### config.mk
export PLATFORM = sky130hd
export DESIGN_NAME = fetch_queue_flat
export DESIGN_NICKNAME = d
export VERILOG_FILES = /design/src/fetch_if.sv /design/src/fetch_queue.sv /design/src/flat_wrapper.sv
export SDC_FILE = /design/constraint.sdc
export NUM_CORES = 1
export LEC_CHECK = 0
export ABC_AREA = 1
export BUFFER_PORTS_ARGS = -buffer_cell sky130_fd_sc_hd__buf_2
export CORE_MARGIN = 2
export CORE_UTILIZATION = 35
export CTS_CLUSTER_DIAMETER = 120
export DETAILED_ROUTE_END_ITERATION = 8
export PLACE_DENSITY_LB_ADDON = 0.1
export SYNTH_ARGS = -nofsm -noshare
export SYNTH_HDL_FRONTEND = slang
export SYNTH_SLANG_ARGS = --single-unit
### constraint.sdc
create_clock -name clock -period 4.75 [get_ports clock]
set_input_delay 0.7125 -clock clock [delete_from_list [all_inputs] [get_ports clock]]
set_output_delay 0.7125 -clock clock [all_outputs]
set_load 0.005 [all_outputs]
### src/fetch_if.sv
`timescale 1ns/1ns

interface fetch_if;

  logic        valid;
  logic        ready;
  logic [31:0] pc;
  logic [31:0] inst;

  modport source (output valid, pc, inst, input ready);

  modport sink (input valid, pc, inst, output ready);

endinterface

### src/fetch_queue.sv
`timescale 1ns/1ns

module fetch_queue #(
  parameter int queue_depth = 4
) (
  input  logic    clock,
  input  logic    reset,
  input  logic    flush,
  fetch_if.sink   in,
  fetch_if.source out
);

  localparam int ptr_w = (queue_depth > 1) ? $clog2(queue_depth) : 1;

  logic [31:0]    pc_mem   [queue_depth];
  logic [31:0]    inst_mem [queue_depth];
  logic [ptr_w-1:0] wr_ptr;
  logic [ptr_w-1:0] rd_ptr;
  logic [ptr_w:0]   count;
  logic             push;
  logic             pop;

  assign push = in.valid & in.ready;
  assign pop  = out.valid & out.ready;

  always_ff @(posedge clock) begin
    if (reset || flush) begin // flush drops everything, incl. a push this cycle
      wr_ptr <= '0;
      rd_ptr <= '0;
      count  <= '0;
    end else begin
      if (push) wr_ptr <= wr_ptr + 1'b1;
      if (pop) rd_ptr <= rd_ptr + 1'b1;
      case ({push, pop})
        2'b10:   count <= count + 1'b1;
        2'b01:   count <= count - 1'b1;
        default: count <= count;
      endcase
    end
  end

  always_ff @(posedge clock) begin
    if (push) begin
      pc_mem[wr_ptr]   <= in.pc;
      inst_mem[wr_ptr] <= in.inst;
    end
  end

  assign in.ready  = (count != (ptr_w + 1)'(queue_depth));
  assign out.valid = (count != '0);
  assign out.pc    = pc_mem[rd_ptr];
  assign out.inst  = inst_mem[rd_ptr];

endmodule

### src/flat_wrapper.sv
// flat-port wrapper written by rule: the top's interface ports become plain ports
module fetch_queue_flat 
#(
  parameter int queue_depth = 4
)
  (clock, reset, flush, in_valid, in_pc, in_inst, in_ready, out_valid, out_pc, out_inst, out_ready);
  fetch_if in_i ();
  fetch_if out_i ();
  input  logic clock;
  input  logic reset;
  input  logic flush;
  input wire logic [$bits(in_i.valid)-1:0] in_valid;
  input wire logic [$bits(in_i.pc)-1:0] in_pc;
  input wire logic [$bits(in_i.inst)-1:0] in_inst;
  output wire logic [$bits(in_i.ready)-1:0] in_ready;
  output wire logic [$bits(out_i.valid)-1:0] out_valid;
  output wire logic [$bits(out_i.pc)-1:0] out_pc;
  output wire logic [$bits(out_i.inst)-1:0] out_inst;
  input wire logic [$bits(out_i.ready)-1:0] out_ready;
  assign in_i.valid = in_valid;
  assign in_i.pc = in_pc;
  assign in_i.inst = in_inst;
  assign in_ready = in_i.ready;
  assign out_valid = out_i.valid;
  assign out_pc = out_i.pc;
  assign out_inst = out_i.inst;
  assign out_i.ready = out_ready;
  fetch_queue #(.queue_depth(queue_depth)) u_core (.clock(clock), .reset(reset), .flush(flush), .in(in_i), .out(out_i));
endmodule
==> flow_summary.toml <==
[run_status]
outcome = "finished clean"

[sta]
timing.final.setup_violations = 0
fin_crit_sh_pct = 72.9
timing.final.ws_setup_ps = 1290
final.hold.worst_slack_ps = 394
report.final.hold_viol_count = 0
setup_repair_after_global_routing_missed_its_margin = "no"
clock-skew-final_ps = 6.76
total_count_of_max_transition_violations_in_the_final_report = 0
period_minus_slack_ps = 3460
fin_tns_setup_ps = 0
slew_headroom_pct = 25.9
max_freq_mhz = 289
timing_worst_slew_pin_value_ps = 1110

[clocking]
clock_pin_slew_on_the_worst_setup_and_hold_paths_ps = 60
cts_made_buffers = 28
cts_max_level = 1
cts_resized = 0
hold_buffers = 0
clock_buffer_depth = 3
clk_latency_ps = 530
cts_setup_buffers = 0
root_buffer = "sky130_fd_sc_hd__clkbuf_16"
tritoncts = "yes"
cts_num_sinks = 265

[floorplanning]
die_w_microns = 173
num_io_pins = 135
die-area_sq_um = 29900
chipHeight_microns = 173
start_util_pct = 35.7
fp.coreArea_sq_um = 27900
rows = 61

[worst_setup_path]
timing.reg2reg.worst_path_depth = 5
worst_setup_ep = "out_pc[20]"
cp.arrival_ps = 2750
timing.rr.end = "u_core.pc_mem[3][20]"
reg2reg_launch_point = "u_core.count[0]"
setup.reg_to_reg.worst_slack_ps = 2550
critPathCaptureType = "primary output"
crit_fanout = 101
crit_type = "reg -> out"
critPathLaunchType = "flip-flop"
worst_ep_required_time_ps = 4040

[yosys]
post_synth_num_cell_types = 19
netlist_area_sq_um = 9980
synth-adder-area-share_pct = 0.828
synthTopCellsByArea = "sky130_fd_sc_hd__edfxtp_1 77%, sky130_fd_sc_hd__nor2_1 5.2%, sky130_fd_sc_hd__o22ai_1 4.0%, sky130_fd_sc_hd__o21ai_0 3.7%, sky130_fd_sc_hd__o21ai_1 2.8%"
synth_seq_cells = 265
ys_seq_area_share_pct = 78.9
yosys.area.top_type_share_pct = 77.1
synthesis.nets = 763
synthesized_area_fraction_occupied_by_ao_oa_aoi_and_oai_cells_pct = 10.8
yosysWarnings = 0
syn_area_per_cell_sq_um = 14.5
synth_xor_area_share_pct = 0
simple_gate_share_of_the_synthesized_area_pct = 6.05
synth_top_area_cell = "sky130_fd_sc_hd__edfxtp_1"
synthesis.instances = 688
yosys-mux-area-fraction_pct = 0
synth_top_family_by_area = "compound AO/OA/AOI/OAI gates"

[grt]
global_route.usage.met3_pct = 3.58
grt_antenna_before_repair = 5
grt_pass1_wl_microns = 35200
globalRouteMet2Util_pct = 24.7
use_met1_pct = 20.2
grt_pass1_vias = 6288
grt.busiest_layer = "met2"
grt_start_max_net_pins = 102
grt_usage_pct = 15.1
grt_overflow_total = 0

[placement]
port-buffer-count = 134
place.gp.congestion = 0.723
dp.final_hpwl_microns = 12100
post-place-ws_ps = 1760

[detailed_routing]
detail_route.wirelength_microns = 23000
drt-initial-drc-count = 350
num_vias = 6073
ant_nets = 0
detail_route.first_pass.iterations = 5
drcViolationCount = 0
avgRoutedWirePerCell_microns = 18.9
viasPerCell = 4.98

[worst_hold_path]
holdCritPathClass = "in -> reg"
min_delay_path_depth = 1

[finish]
layout-drive-gt1-share_pct = 22.3
layout_common_cells = "256 x sky130_fd_sc_hd__edfxtp_1, 135 x sky130_fd_sc_hd__nor2_1, 134 x sky130_fd_sc_hd__buf_2"
design.final.nets = 894
layout.cells.most_common = "sky130_fd_sc_hd__edfxtp_1"
fin_util_pct = 42.2
area.growth.synth_to_final_pct = 18.1

[power]
cellLeakagePower_nw = 4.11
power_per_cell_area_nw_per_um2 = 415
maximum_vdd_drop_mv = 0.239

[flow_run]
cap_viol_max_count = 0
==> sequential cells by signal, indices dropped and copies added, names as in the netlist, named ones only <==
signal           cells
u_core.rd_ptr        2
u_core.count         3
u_core.wr_ptr        2
u_core.inst_mem    128
u_core.pc_mem      128
==> layout make-up <==
class                   instances  area [sq um]
fillers                      2624         16100
flip-flops and latches        265          7870
multi-input cells             364          1790
clock buffers                  35           748
repair buffers                142           731
well taps                     378           473
clock inverters                15          93.8
inverters                      18          70.1
diodes                          2          5.00
==> metal layers <==
metal / vias up / wire length (microns)
li1: 2834 / -
met1: 3045 / 10400
met2: 149 / 10800
met3: 39 / 1300
met4: 6 / 458
met5: - / 36
==> worst max-delay path, cell delays in order (launching register included) <==
cell                      delay [ps]
sky130_fd_sc_hd__dfxtp_4         460
sky130_fd_sc_hd__inv_4           810
sky130_fd_sc_hd__buf_4           460
sky130_fd_sc_hd__o21ai_1         100
sky130_fd_sc_hd__o22ai_1         190
sky130_fd_sc_hd__buf_2           150
==> cell usage after synthesis, drive strengths merged <==
cell type,number
o22ai,64
nor2,139
o21ai,130
nand3,5
buf,20
nand2,15
ha,5
edfxtp,256
clkbuf,21
a21oi,5
dfxtp,9
fa,1
clkinv,1
inv,17
==> worst min path at each step <==
stage	from	endpoint	slack [ps]
global placement	u_core.rd_ptr[1]	flip-flop	480
global route	in_inst[12]	u_core.inst_mem[1][12]	370
finish	in_pc[20]	u_core.pc_mem[1][20]	390
floorplan	u_core.rd_ptr[1]	flip-flop	460
detailed placement	u_core.rd_ptr[1]	flip-flop	490
CTS	in_pc[23]	u_core.pc_mem[3][23]	360
==> where the power goes <==
part	switching, W	leakage [nW]	internal [W]
clock network	0.000838	0.413	0.00116
logic	0.000160	1.27	0.0000903
registers	0.0000169	2.42	0.00263
==> stage by stage <==
step	area (sq um)	power [W]	std cells
floorplan	9980	0.00281	688
global placement	10900	0.00294	1167
detailed placement	10900	0.00295	1167
CTS	11800	0.00496	1217
global route	11800	0.00508	1218
finish	11800	0.00489	1219
==> kinds of logic (layout without fill, tap and decap cells) <==
| logic type | after synthesis | count (layout) |
|---|---|---|
| AO/OA/AOI/OAI | 199 | 199 |
| adder cells (fa/ha/maj) | 6 | 6 |
| buffers and inverters | 59 | 210 |
| flip-flops | 265 | 265 |
| other | 0 | 2 |
| AND/OR/NAND/NOR | 159 | 159 |
Note: power is estimated with default switching activity, not from simulation.
