**config.mk**
```make
export PLATFORM = sky130hd
export DESIGN_NAME = predecode_redirect_flat
export DESIGN_NICKNAME = d
export VERILOG_FILES = /design/src/rv_inst_pkg.sv /design/src/fetch_if.sv /design/src/predecode_redirect.sv /design/src/flat_wrapper.sv
export SDC_FILE = /design/constraint.sdc
export NUM_CORES = 1
export LEC_CHECK = 0
export BUFFER_PORTS_ARGS = -buffer_cell sky130_fd_sc_hd__buf_2
export CAP_MARGIN = 20
export CORE_ASPECT_RATIO = 0.6
export CORE_MARGIN = 4
export CORE_UTILIZATION = 44
export DETAILED_ROUTE_END_ITERATION = 16
export MAX_ROUTING_LAYER = met4
export PLACE_DENSITY = 0.84
export SETUP_SLACK_MARGIN = 0.02
export SYNTH_ARGS = -nofsm -noshare
export SYNTH_HDL_FRONTEND = slang
export SYNTH_SLANG_ARGS = --single-unit
```
**constraint.sdc**
```tcl
create_clock -name vclk -period 6.54
set_input_delay 1.308 -clock vclk [all_inputs]
set_output_delay 1.308 -clock vclk [all_outputs]
set_load 0.05 [all_outputs]
```
**src/rv_inst_pkg.sv**
```systemverilog
package rv_inst_pkg;

  localparam logic [6:0]  OP_JAL    = 7'b1101111;
  localparam logic [6:0]  OP_BRANCH = 7'b1100011;
  localparam logic [31:0] INST_NOP  = 32'h0000_0013; // addi x0, x0, 0

  typedef struct packed {
    logic       imm20;
    logic [9:0] imm10_1;
    logic       imm11;
    logic [7:0] imm19_12;
    logic [4:0] rd;
    logic [6:0] opcode;
  } jtype_t;

  typedef struct packed {
    logic       imm12;
    logic [5:0] imm10_5;
    logic [4:0] rs2;
    logic [4:0] rs1;
    logic [2:0] funct3;
    logic [3:0] imm4_1;
    logic       imm11;
    logic [6:0] opcode;
  } btype_t;

  // same word, two decodings
  typedef union packed {
    jtype_t jtype;
    btype_t btype;
  } inst_t;

  function automatic logic [31:0] imm_j(inst_t inst);
    return {{12{inst.jtype.imm20}}, inst.jtype.imm19_12, inst.jtype.imm11,
            inst.jtype.imm10_1, 1'b0};
  endfunction

  function automatic logic [31:0] imm_b(inst_t inst);
    return {{20{inst.btype.imm12}}, inst.btype.imm11, inst.btype.imm10_5,
            inst.btype.imm4_1, 1'b0};
  endfunction

endpackage

```
**src/fetch_if.sv**
```systemverilog
`timescale 1ns/1ns

interface fetch_if;

  logic        valid;
  logic        ready;
  logic [31:0] pc;
  logic [31:0] inst;

  modport source (output valid, pc, inst, input ready);

  modport sink (input valid, pc, inst, output ready);

endinterface

```
**src/predecode_redirect.sv**
```systemverilog
`timescale 1ns/1ns

module predecode_redirect (
  fetch_if.sink       in,
  input  logic        out_ready,
  output logic        out_valid,
  output logic [31:0] out_pc,
  output logic [31:0] out_inst,
  output logic        flush,
  output logic [31:0] dnpc
);
  import rv_inst_pkg::*;

  inst_t       word;
  logic        is_jal;
  logic        is_branch;
  logic        taken;
  logic        fire;
  logic [31:0] offset;

  assign word = in.inst;

  // jal read through the J view, branches through the B view
  assign is_jal    = (word.jtype.opcode == OP_JAL);
  assign is_branch = (word.btype.opcode == OP_BRANCH);

  // backward branches taken, forward ones fall through
  assign taken  = is_jal | (is_branch & word.btype.imm12);
  assign offset = is_jal ? imm_j(word) : imm_b(word);

  assign fire = in.valid & out_ready;

  // stream passes straight through
  assign out_valid = in.valid;
  assign out_pc    = in.pc;
  assign out_inst  = in.inst;
  assign in.ready  = out_ready;

  assign flush = fire & taken; // one pulse per handed-out redirect
  assign dnpc  = in.pc + offset;

endmodule

```
**src/flat_wrapper.sv**
```systemverilog
// flat-port wrapper written by rule: the top's interface ports become plain ports
module predecode_redirect_flat import rv_inst_pkg::*;
  (out_ready, out_valid, out_pc, out_inst, flush, dnpc, in_valid, in_pc, in_inst, in_ready);
  fetch_if in_i ();
  input  logic out_ready;
  output logic out_valid;
  output logic [31:0] out_pc;
  output logic [31:0] out_inst;
  output logic flush;
  output logic [31:0] dnpc;
  input wire logic [$bits(in_i.valid)-1:0] in_valid;
  input wire logic [$bits(in_i.pc)-1:0] in_pc;
  input wire logic [$bits(in_i.inst)-1:0] in_inst;
  output wire logic [$bits(in_i.ready)-1:0] in_ready;
  assign in_i.valid = in_valid;
  assign in_i.pc = in_pc;
  assign in_i.inst = in_inst;
  assign in_ready = in_i.ready;
  predecode_redirect u_core (.in(in_i), .out_ready(out_ready), .out_valid(out_valid), .out_pc(out_pc), .out_inst(out_inst), .flush(flush), .dnpc(dnpc));
endmodule
```
==> summary.md <==
The finished cells cover 2710 um2. The floorplan step set the die width to 102 um. The largest individual stage delay along the critical path comes from the cell sky130_fd_sc_hd__o41ai_1.

The die outline height is 64.2 um. For the finished layout, the period the worst path requires is 6.08 ns. Once the clock tree was built, the setup fixing pass inserted 0 buffers. The logs give 45.5% for the initial core utilization and 20 for the number of cell rows. The start point of the critical path is in_inst[4]. The worst setup path is captured at an output pin.

The netlist uses 42 different library cells. The post-route antenna net violation count is 0, and the buffering stage count on the worst path with inverters included is 3. The tools report the total setup violations reported at the end of the flow as 0. Summed over all layers, the global routing overflow is 0. Post-CTS repair changed the size of 0 cells. In this run the standard cell core region covers 5080 um2. Average cell area after synthesis: 7.18 um2. The signal on the critical path passes through buf_2, nor2b_1, nand4_1, nor2_1, mux2_2, ha_1, inv_1, fa_1, nand2b_1, a21oi_1, o21ai_1, and2_1, o41ai_1, a311oi_1, xnor2_1, buf_2. In the final routed layout, each cell accounts on average for 14.3 um. After layout, the design draws a total of 0.000504 W. For the worst setup path, the data arrival time is 4.77 ns. The worst path uses 93.0% of the clock period. The critical path is of the input port to output pin type. The antenna cell count was 0. The critical path depth was 16; the actual transition at the worst max-transition pin was 0.558 ns.

In the post-synthesis netlist, the cell with the most instances is sky130_fd_sc_hd__buf_4. The die covers 6520 um2. For the number of global-route vias before repair, the log shows 2,354. Of all nets on the critical path, the largest fanout is 6. For this run, the total global-route usage over all layers was measured as 20.0%. The number of antenna violations at the first check in global routing was 0; the post-route setup TNS was 0 ns.

Setup repair after global routing left no endpoint under its margin. The first global-routing pass estimated 10.8 mm of wire. Of all cell types, the one taking the most synthesized area is sky130_fd_sc_hd__buf_4. The routability congestion estimate is 0.891, and the area share of the largest cell type after synthesis is 21.7%. The category of cells accounting for the largest share of critical-path delay is simple AND/OR/NAND/NOR gates. Power density over the cells: 186 nW/um2.

Achievable clock frequency: 164 MHz. Ranked by total cell area, the synthesized netlist is headed by sky130_fd_sc_hd__buf_4 22%, sky130_fd_sc_hd__ha_1 18%, sky130_fd_sc_hd__xnor2_1 8.0%. The logs give 15 for the pin count of the biggest net entering global routing and 0 for the number of hold violations in the final report. After synthesis, flip-flops and latches occupy 0% of the total area.

In this run the tool buffered the top-level ports with 162 buffer cells. Across the whole layout, storage elements account for 0 um2. For the relative slew slack, the log shows 62.7%. The vias after detailed routing is 2,574. After the last flow step, the layout net total stands at 518.

The final wirelength is 6.89 mm. The class of the most critical hold timing path was input port to output pin. After synthesis, the most frequently instantiated cells are 67 x sky130_fd_sc_hd__buf_4, 33 x sky130_fd_sc_hd__a21oi_1, 33 x sky130_fd_sc_hd__ha_1, 28 x sky130_fd_sc_hd__nand2_1, 21 x sky130_fd_sc_hd__xnor2_1. The first routing iteration left 147 violations. For the final worst hold slack, the log shows 2.62 ns. The synthesized netlist occupies a cell area of 2310 um2. During synthesis, Yosys emitted a total of 0 warnings. The tools report the sort of element at the start of the critical path as an input port. For the worst setup path, the data required time is 5.23 ns. Net count after synthesis: 422. The placed instances occupy a cell area of 2710 um2. The share of cells above drive strength 1 works out to 41.6%. In this run the static leakage power is 1.48 nW. The cell count after synthesis came out at 322. The flow ran to the end, and the final reports show no timing, DRC or antenna violations. For the max-slew violation count, the log shows 0.

The count of clock buffers in the final design was 0; the half-perimeter wire length after detailed placement was 6.18 mm. The count of flip-flops and latches is 0. In this design, the stage delay of the slowest critical-path cell is 0.49 ns. Across the run, the number of max-cap violations was 0. The number of remaining DRC errors was 0; the first-pass detailed-route iteration total was 4. In this run the worst setup path terminates at dnpc[31].

In the routed layout, each cell is associated on average with a via count of 5.34. During I/O placement, the number of pins put on the boundary was 165. The cts-stage hold buffer count was 0; the end-of-flow core utilization was 53.3%. From synthesis to final layout, the design area changed by 17.0%. By instance count, the cell type seen most on the critical path is sky130_fd_sc_hd__buf_2.

The worst-case IR drop observed on VDD is 0.117 mV.
-- metrics by stage --
step,setup slack [ns],instances
floorplan,0.292,322
global placement,0.595,482
detailed placement,0.471,482
CTS,0.458,482
global route,0.109,482
finish,0.458,482
-- report_power, final --
group	internal [W]	leakage [nW]	switching [W]
sequential	0	0	0
clock	0	0	0
combinational	0.000134	1.48	0.000370
total	0.000134	1.48	0.000370
-- worst min-delay path by stage --
stage,start,end,slack [ns],depth (start not counted)
finish,in_pc[0],dnpc[0],2.62,0
global route,in_pc[0],out_pc[0],2.62,0
CTS,in_pc[0],dnpc[0],2.62,0
detailed placement,in_pc[0],dnpc[0],2.62,0
global placement,in_pc[0],dnpc[0],2.62,0
floorplan,in_pc[0],dnpc[0],2.78,1
-- final cells by class --
| type | count | area [um2] |
|---|---|---|
| inverter | 6 | 22.5 |
| timing repair buffer | 164 | 826 |
| tap | 66 | 82.6 |
| multi-input combinational | 246 | 1780 |
| fill | 514 | 2370 |
-- layout by cell type, fill, tap and decap left out, drive strengths merged, types with 3 or more instances in the layout --
cell type / synthesis / final
buf: 67 / 164
a21oi: 33 / 33
ha: 33 / 33
nand2: 28 / 28
xnor2: 21 / 21
a21o: 18 / 18
nor2: 17 / 17
o21ai: 17 / 17
xor2: 7 / 7
nand3: 7 / 7
nand4: 6 / 6
inv: 6 / 6
a211oi: 6 / 6
mux2: 5 / 5
nor2b: 4 / 4
a31oi: 4 / 4
o21bai: 4 / 4
nand2b: 3 / 3
o211ai: 3 / 3
nor3: 3 / 3
and3: 3 / 3
a211o: 3 / 3
-- metal layers --
metal / wire length [um] / up-vias / GRT usage [%]
met5: 0 / - / -
met1: 3300 / 1144 / 29.5
met3: 594 / 2 / 0.436
met4: 13 / 0 / 0.332
li1: - / 1297 / -
met2: 2980 / 131 / 32.3
-- kinds of logic (layout without fill, tap and decap cells) --
group / Yosys count / count (layout) / share of synthesized area [%]
AOI/OAI and AO/OA: 101 / 101 / 28.8
xor gates and xnor gates: 28 / 28 / 10.6
muxes: 6 / 6 / 2.87
and+or+nand+nor: 77 / 77 / 15.8
buffers and inverters: 76 / 170 / 23.2
adders and majority gates: 34 / 34 / 18.7
No activity file was read; power rests on OpenSTA's default activity.
