`src/axi_pkg.sv`:
```
package axi_pkg;

  // read channel widths
  localparam int ADDR_W  = 32;
  localparam int DATA_W  = 64;
  localparam int ID_W    = 4;
  localparam int LEN_W   = 8;
  localparam int SIZE_W  = 3;
  localparam int BURST_W = 2;

  // fixed field codes, single beat reads only
  localparam logic [SIZE_W-1:0]  SIZE_4B     = 3'b010;
  localparam logic [BURST_W-1:0] BURST_FIXED = 2'b00;
  localparam logic [LEN_W-1:0]   LEN_SINGLE  = 8'd0;

endpackage

```
`src/rv_inst_pkg.sv`:
```
package rv_inst_pkg;

  localparam logic [6:0]  OP_JAL    = 7'b1101111;
  localparam logic [6:0]  OP_BRANCH = 7'b1100011;
  localparam logic [31:0] INST_NOP  = 32'h0000_0013; // addi x0, x0, 0

  typedef struct packed {
    logic       imm20;
    logic [9:0] imm10_1;
    logic       imm11;
    logic [7:0] imm19_12;
    logic [4:0] rd;
    logic [6:0] opcode;
  } jtype_t;

  typedef struct packed {
    logic       imm12;
    logic [5:0] imm10_5;
    logic [4:0] rs2;
    logic [4:0] rs1;
    logic [2:0] funct3;
    logic [3:0] imm4_1;
    logic       imm11;
    logic [6:0] opcode;
  } btype_t;

  // same word, two decodings
  typedef union packed {
    jtype_t jtype;
    btype_t btype;
  } inst_t;

  function automatic logic [31:0] imm_j(inst_t inst);
    return {{12{inst.jtype.imm20}}, inst.jtype.imm19_12, inst.jtype.imm11,
            inst.jtype.imm10_1, 1'b0};
  endfunction

  function automatic logic [31:0] imm_b(inst_t inst);
    return {{20{inst.btype.imm12}}, inst.btype.imm11, inst.btype.imm10_5,
            inst.btype.imm4_1, 1'b0};
  endfunction

endpackage

```
`src/axi_if.sv`:
```
`timescale 1ns/1ns

interface axi_if;
  import axi_pkg::*;

  // read address channel
  logic               arvalid;
  logic               arready;
  logic [ADDR_W-1:0]  araddr;
  logic [ID_W-1:0]    arid;
  logic [LEN_W-1:0]   arlen;
  logic [SIZE_W-1:0]  arsize;
  logic [BURST_W-1:0] arburst;

  // read data channel
  logic               rvalid;
  logic               rready;
  logic [DATA_W-1:0]  rdata;
  logic               rlast;

  modport master (
    output arvalid, araddr, arid, arlen, arsize, arburst, rready,
    input  arready, rvalid, rdata, rlast
  );

  modport slave (
    input  arvalid, araddr, arid, arlen, arsize, arburst, rready,
    output arready, rvalid, rdata, rlast
  );

endinterface

```
`src/fetch_if.sv`:
```
`timescale 1ns/1ns

interface fetch_if;

  logic        valid;
  logic        ready;
  logic [31:0] pc;
  logic [31:0] inst;

  modport source (output valid, pc, inst, input ready);

  modport sink (input valid, pc, inst, output ready);

endinterface

```
`src/fetch_unit.sv`:
```
`timescale 1ns/1ns

module fetch_unit #(
  parameter logic [axi_pkg::ADDR_W-1:0] reset_pc = 32'h8000_0000
) (
  input  logic                       clock,
  input  logic                       reset,
  input  logic                       flush,
  input  logic [axi_pkg::ADDR_W-1:0] dnpc,
  axi_if.master                      mem_r,
  fetch_if.source                    out
);
  import axi_pkg::*;
  import rv_inst_pkg::*;

  typedef enum logic [1:0] {
    ST_REQ,  // address out, waiting for ar handshake
    ST_RESP, // waiting for read data
    ST_HOLD  // instruction held until the queue takes it
  } state_t;

  state_t            state;
  state_t            state_next;
  logic [ADDR_W-1:0] pc;
  logic [ADDR_W-1:0] pc_next;
  logic [31:0]       inst;
  logic [31:0]       inst_next;
  logic              drop_rdata;      // read in flight belongs to a stale pc
  logic              drop_rdata_next;
  logic              ar_fire;
  logic              r_fire;
  logic              out_fire;
  logic [31:0]       rdata_half;

  assign ar_fire    = mem_r.arvalid & mem_r.arready;
  assign r_fire     = mem_r.rvalid & mem_r.rready & mem_r.rlast;
  assign out_fire   = out.valid & out.ready;
  assign rdata_half = pc[2] ? mem_r.rdata[DATA_W-1:32] : mem_r.rdata[31:0];

  always_ff @(posedge clock) begin
    if (reset) begin
      state      <= ST_REQ;
      pc         <= reset_pc;
      inst       <= INST_NOP;
      drop_rdata <= 1'b0;
    end else begin
      state      <= state_next;
      pc         <= pc_next;
      inst       <= inst_next;
      drop_rdata <= drop_rdata_next;
    end
  end

  always_comb begin
    state_next      = state;
    pc_next         = pc;
    inst_next       = inst;
    drop_rdata_next = drop_rdata;
    case (state)
      ST_REQ: begin
        if (ar_fire) begin
          state_next = ST_RESP;
          if (flush) begin // too late, read is already out
            drop_rdata_next = 1'b1;
            pc_next         = dnpc;
          end
        end else if (flush) begin
          pc_next = dnpc; // request not taken yet, just retarget
        end
      end
      ST_RESP: begin
        if (r_fire) begin
          if (flush) begin
            state_next      = ST_REQ;
            pc_next         = dnpc;
            drop_rdata_next = 1'b0;
          end else if (drop_rdata) begin
            state_next      = ST_REQ;
            drop_rdata_next = 1'b0;
          end else begin
            state_next = ST_HOLD;
            inst_next  = rdata_half;
          end
        end else if (flush) begin
          drop_rdata_next = 1'b1;
          pc_next         = dnpc;
        end
      end
      ST_HOLD: begin
        if (flush) begin
          state_next = ST_REQ;
          pc_next    = dnpc;
        end else if (out_fire) begin
          state_next = ST_REQ;
          pc_next    = pc + 32'd4;
        end
      end
      default: state_next = ST_REQ;
    endcase
  end

  assign out.valid = (state == ST_HOLD) & ~flush;
  assign out.pc    = pc;
  assign out.inst  = inst;

  assign mem_r.arvalid = ~reset & (state == ST_REQ);
  assign mem_r.araddr  = pc;
  assign mem_r.arid    = '0;
  assign mem_r.arlen   = LEN_SINGLE;
  assign mem_r.arsize  = SIZE_4B;
  assign mem_r.arburst = BURST_FIXED;
  assign mem_r.rready  = (state == ST_RESP);

endmodule

```
`src/flat_wrapper.sv`:
```
// flat-port wrapper written by rule: the top's interface ports become plain ports
module fetch_unit_flat import axi_pkg::*; import rv_inst_pkg::*;
#(
  parameter logic [axi_pkg::ADDR_W-1:0] reset_pc = 32'h8000_0000
)
  (clock, reset, flush, dnpc, mem_r_arvalid, mem_r_araddr, mem_r_arid, mem_r_arlen, mem_r_arsize, mem_r_arburst, mem_r_rready, mem_r_arready, mem_r_rvalid, mem_r_rdata, mem_r_rlast, out_valid, out_pc, out_inst, out_ready);
  axi_if mem_r_i ();
  fetch_if out_i ();
  input  logic clock;
  input  logic reset;
  input  logic flush;
  input  logic [axi_pkg::ADDR_W-1:0] dnpc;
  output wire logic [$bits(mem_r_i.arvalid)-1:0] mem_r_arvalid;
  output wire logic [$bits(mem_r_i.araddr)-1:0] mem_r_araddr;
  output wire logic [$bits(mem_r_i.arid)-1:0] mem_r_arid;
  output wire logic [$bits(mem_r_i.arlen)-1:0] mem_r_arlen;
  output wire logic [$bits(mem_r_i.arsize)-1:0] mem_r_arsize;
  output wire logic [$bits(mem_r_i.arburst)-1:0] mem_r_arburst;
  output wire logic [$bits(mem_r_i.rready)-1:0] mem_r_rready;
  input wire logic [$bits(mem_r_i.arready)-1:0] mem_r_arready;
  input wire logic [$bits(mem_r_i.rvalid)-1:0] mem_r_rvalid;
  input wire logic [$bits(mem_r_i.rdata)-1:0] mem_r_rdata;
  input wire logic [$bits(mem_r_i.rlast)-1:0] mem_r_rlast;
  output wire logic [$bits(out_i.valid)-1:0] out_valid;
  output wire logic [$bits(out_i.pc)-1:0] out_pc;
  output wire logic [$bits(out_i.inst)-1:0] out_inst;
  input wire logic [$bits(out_i.ready)-1:0] out_ready;
  assign mem_r_arvalid = mem_r_i.arvalid;
  assign mem_r_araddr = mem_r_i.araddr;
  assign mem_r_arid = mem_r_i.arid;
  assign mem_r_arlen = mem_r_i.arlen;
  assign mem_r_arsize = mem_r_i.arsize;
  assign mem_r_arburst = mem_r_i.arburst;
  assign mem_r_rready = mem_r_i.rready;
  assign mem_r_i.arready = mem_r_arready;
  assign mem_r_i.rvalid = mem_r_rvalid;
  assign mem_r_i.rdata = mem_r_rdata;
  assign mem_r_i.rlast = mem_r_rlast;
  assign out_valid = out_i.valid;
  assign out_pc = out_i.pc;
  assign out_inst = out_i.inst;
  assign out_i.ready = out_ready;
  fetch_unit #(.reset_pc(reset_pc)) u_core (.clock(clock), .reset(reset), .flush(flush), .dnpc(dnpc), .mem_r(mem_r_i), .out(out_i));
endmodule
```
`config.mk`:
```
export PLATFORM = sky130hd
export DESIGN_NAME = fetch_unit_flat
export DESIGN_NICKNAME = d
export VERILOG_FILES = /design/src/axi_pkg.sv /design/src/rv_inst_pkg.sv /design/src/axi_if.sv /design/src/fetch_if.sv /design/src/fetch_unit.sv /design/src/flat_wrapper.sv
export SDC_FILE = /design/constraint.sdc
export NUM_CORES = 1
export LEC_CHECK = 0
export BUFFER_PORTS_ARGS = -buffer_cell sky130_fd_sc_hd__buf_2
export CAP_MARGIN = 20
export CORE_MARGIN = 1
export CORE_UTILIZATION = 45
export DETAILED_ROUTE_END_ITERATION = 8
export MAX_ROUTING_LAYER = met4
export PLACE_DENSITY = 0.81
export SLEW_MARGIN = 20
export SYNTH_ARGS = -nofsm -noshare
export SYNTH_HDL_FRONTEND = slang
export SYNTH_SLANG_ARGS = --single-unit
```
`constraint.sdc`:
```
create_clock -name clock -period 2.2 [get_ports clock]
set_input_delay 0.11 -clock clock [delete_from_list [all_inputs] [get_ports clock]]
set_output_delay 0.11 -clock clock [all_outputs]
set_load 0.05 [all_outputs]
```
==> reports/qor.csv <==
stage;metric;value;unit
setup_path;crit_chain;ha_1 -> nand4_1 -> nor3_2 -> buf_4 -> a41oi_1 -> a2111oi_0;
detailed_routing;dr.pass1.iters;5;
clock_tree;h-tree-depth;3;
timing;final_max_slew_viol_count;0;
synthesis;synth-compound-area-share;0.199;
clock_tree;cts_sinks;67;
synthesis;synth-xor-area-share;0;
grt;met3_usage;0.0311;
grt;top_usage_layer;met2;
pwr;netSwitchingFraction;0.342;
detailed_routing;drc;0;
place;place.gp.congestion;0.890;
die;dieArea;9340;um2
run_status;outcome;finished clean;
finish;final_cell_mix;201 x buf_2, 66 x nor2_1, 65 x dfxtp_1;
timing;clock-skew-final;7.12;ps
die;pin_count;219;
clock_tree;path_clk_slew;80;ps
pwr;p_clk_frac;0.351;
place;place_ws;195;ps
synthesis;syn_inst;497;
timing;fmax;482;MHz
synthesis;ys_warn_count;0;
clock_tree;cts_buffer_depth;2;
synthesis;netlist.area_leader.share;0.333;
finish;final_common_cell;buf_2;
clock_tree;clock-root-buffer;clkbuf_8;
timing;hold_viol_final;0;
synthesis;synth_enable_flop_cells;0;
timing;relSlewSlack;0.536;
clock_tree;post_cts_buffers;0;
grt;grt_pass1_vias;3892;
pwr;internal_power;2220;uW
die;fp.dieW;96.7;um
pwr;powerDensity;651;nW/um2
setup_path;arrival;2290;ps
synthesis;synth_cell_types;62;
detailed_routing;wl;11.4;mm
detailed_routing;wire_per_inst;14.7;um
synthesis;synth-adder-area-share;0.00310;
synthesis;synth_top_area_cell;dfxtp_1;
synthesis;ys_seq_elements;67;
grt;grt_usage;0.245;
setup_path;criticalPathCategory;reg2reg;
clock_tree;cts_tree;yes;
die;die_y;96.7;um
place;hpwl;8.57;mm
pwr;ir_drop;0.397;mV
synthesis;synthMuxAreaShare;0.0999;
synthesis;yosysSeqAreaShare;0.333;
synthesis;syn_area;4030;um2
synthesis;synth_top_family_by_area;simple AND/OR/NAND/NOR gates;
setup_path;startpoint_type;flop;
grt;grt_util_met1;0.277;
pwr;switchingPower;1150;uW
setup_path;max_stage_delay;410;ps
synthesis;synthSimpleGateAreaFrac;0.233;
clock_tree;clock_latency;340;ps
die;initial_core_util;0.465;
timing;fin_crit_sh;0.942;
finish;drive_gt1_frac;0.379;
setup_path;cp_slowest_cell;a2111oi_0;
flow_run;cap_violations;0;
synthesis;synth_area_leaders;dfxtp_1 33%, mux2i_1 9.4%, buf_4 9.1%;
timing;tightest_slew;695;ps
place;place.port_buffers;201;
grt;grt_antenna_before_repair;0;
synthesis;avgSynthCellArea;8.11;um2
detailed_routing;ant_nets;0;
finish;area_growth;28.6;%
finish;final_nets;769;
pwr;leakage;0.00243;uW
worst_hold_path;hold_path.class;in2reg;
grt;grt_overflow_total;0;
pwr;power;3380;uW
grt;grt_pass1_wl;18.3;mm
synthesis;synth_ff_type;dfxtp_1;
pwr;combPwrFrac;0.255;
setup_path;endpoint_kind;flop;
grt;grt_max_degree;59;
timing;setup_viol;0;
clock_tree;cts_buffers;9;
finish;fill_cells;797;
detailed_routing;vias;4275;
detailed_routing;routed_via_density;5.49;
timing;rsz0062_at_grt;false;
grt;met2_usage;0.440;
setup_path;worst-path-max-fanout;6;
die;core;8680;um2
die;rows;34;
timing;fin_ws;127;ps
finish;diodes;0;
setup_path;crit_required;2420;ps
detailed_routing;drt_iter0_markers;195;
synthesis;ys_async_sr_fraction;0;
timing;period_needed;2070;ps
pwr;seqPwrFrac;0.395;
## path summary, 6_finish.rpt
kind	depth (start not counted)	slack (ps)	startpoint	to
setup / recovery	6	130	u_core.mem_r.araddr[3]$_SDFFE_PP0P_	u_core.mem_r.araddr[18]$_SDFFE_PP0P_
hold / removal	3	20	dnpc[3]	u_core.mem_r.araddr[3]$_SDFFE_PP0P_
setup reg to reg	6	130	u_core.mem_r.araddr[3]$_SDFFE_PP0P_	u_core.mem_r.araddr[18]$_SDFFE_PP0P_
hold reg to reg	1	460	u_core.out.inst[4]$_SDFFE_PP1P_	u_core.out.inst[4]$_SDFFE_PP1P_
## repair_timing
action | 4_1_cts | 5_1_grt
resized for setup | 0 | 1
hold endpoints to repair | 3 | 0
hold buffers | 4 | 0
setup endpoints to repair | 0 | 1
## critical path, delay by kind of cell (launching register included)
kind	cells	cell delay [ps]
buf+inv	1	200
compound gates	2	530
simple gates	2	610
fa+ha+maj	1	210
flops	1	380
## cell families after synthesis
kind of cell,count (synthesis)
fa+ha+maj,1
mux,40
buf+inv,87
flops,67
simple gates,179
other cells,2
compound gates,121
## flip-flops by register name (all words and copies together) (netlist names)
signal / flops
u_core.out.inst: 32
u_core.state: 2
u_core.drop_rdata: 1
u_core.mem_r.araddr: 32
## stage by stage
stage          cells  hold WS [ps]  cell area [um2]   util  TNS, ps
6_report         778          21.7             5180  0.597        0
4_1_cts          778          9.90             5170  0.596        0
5_1_grt          778          11.6             5180  0.597        0
3_5_place_dp     758           348             4910  0.565        0
2_1_floorplan    512           220             4100      -    -45.1
3_3_place_gp     758           342             4910  0.565        0
## final cells by class
type	instances	area (um2)	share of cell area
clock buffer	12	155	0.0299
timing repair buffer	226	1220	0.235
multi-input combinational	358	2250	0.434
tap	108	135	0.0261
sequential	67	1340	0.259
clock inverter	4	72.6	0.0140
inverter	3	11.3	0.00217
## cells in the mapped netlist (3+ instances only)
cell type,instances
nor2b_1,4
dfxtp_1,67
and2_1,3
nor3b_1,3
nand3_1,15
buf_2,10
nand4_1,10
a211o_1,3
mux2i_1,38
o21ai_0,13
o21ai_1,8
or3_1,3
a21oi_1,28
buf_4,49
nor3_1,17
and2_0,4
o31ai_1,3
buf_1,3
nor2_1,66
and3_1,7
nand2_1,25
a311oi_1,3
a22oi_1,4
a211oi_1,33
nor4_1,3
clkbuf_1,22
o22ai_1,4
a31oi_1,4
## power groups by stage
stage	clock network [uW]	logic (uW)	registers [uW]
floorplan	0	501	1530
global placement	0	843	1350
detailed placement	0	854	1360
CTS	1200	861	1330
global route	1250	909	1340
finish	1180	860	1330
## layer usage
layer | up-vias | wire length, um
met1 | 1963 | 4610
met4 | 0 | 206
met3 | 19 | 737
met5 | - | 0
li1 | 2083 | -
met2 | 210 | 5890
No activity file was read; power rests on OpenSTA's default activity.
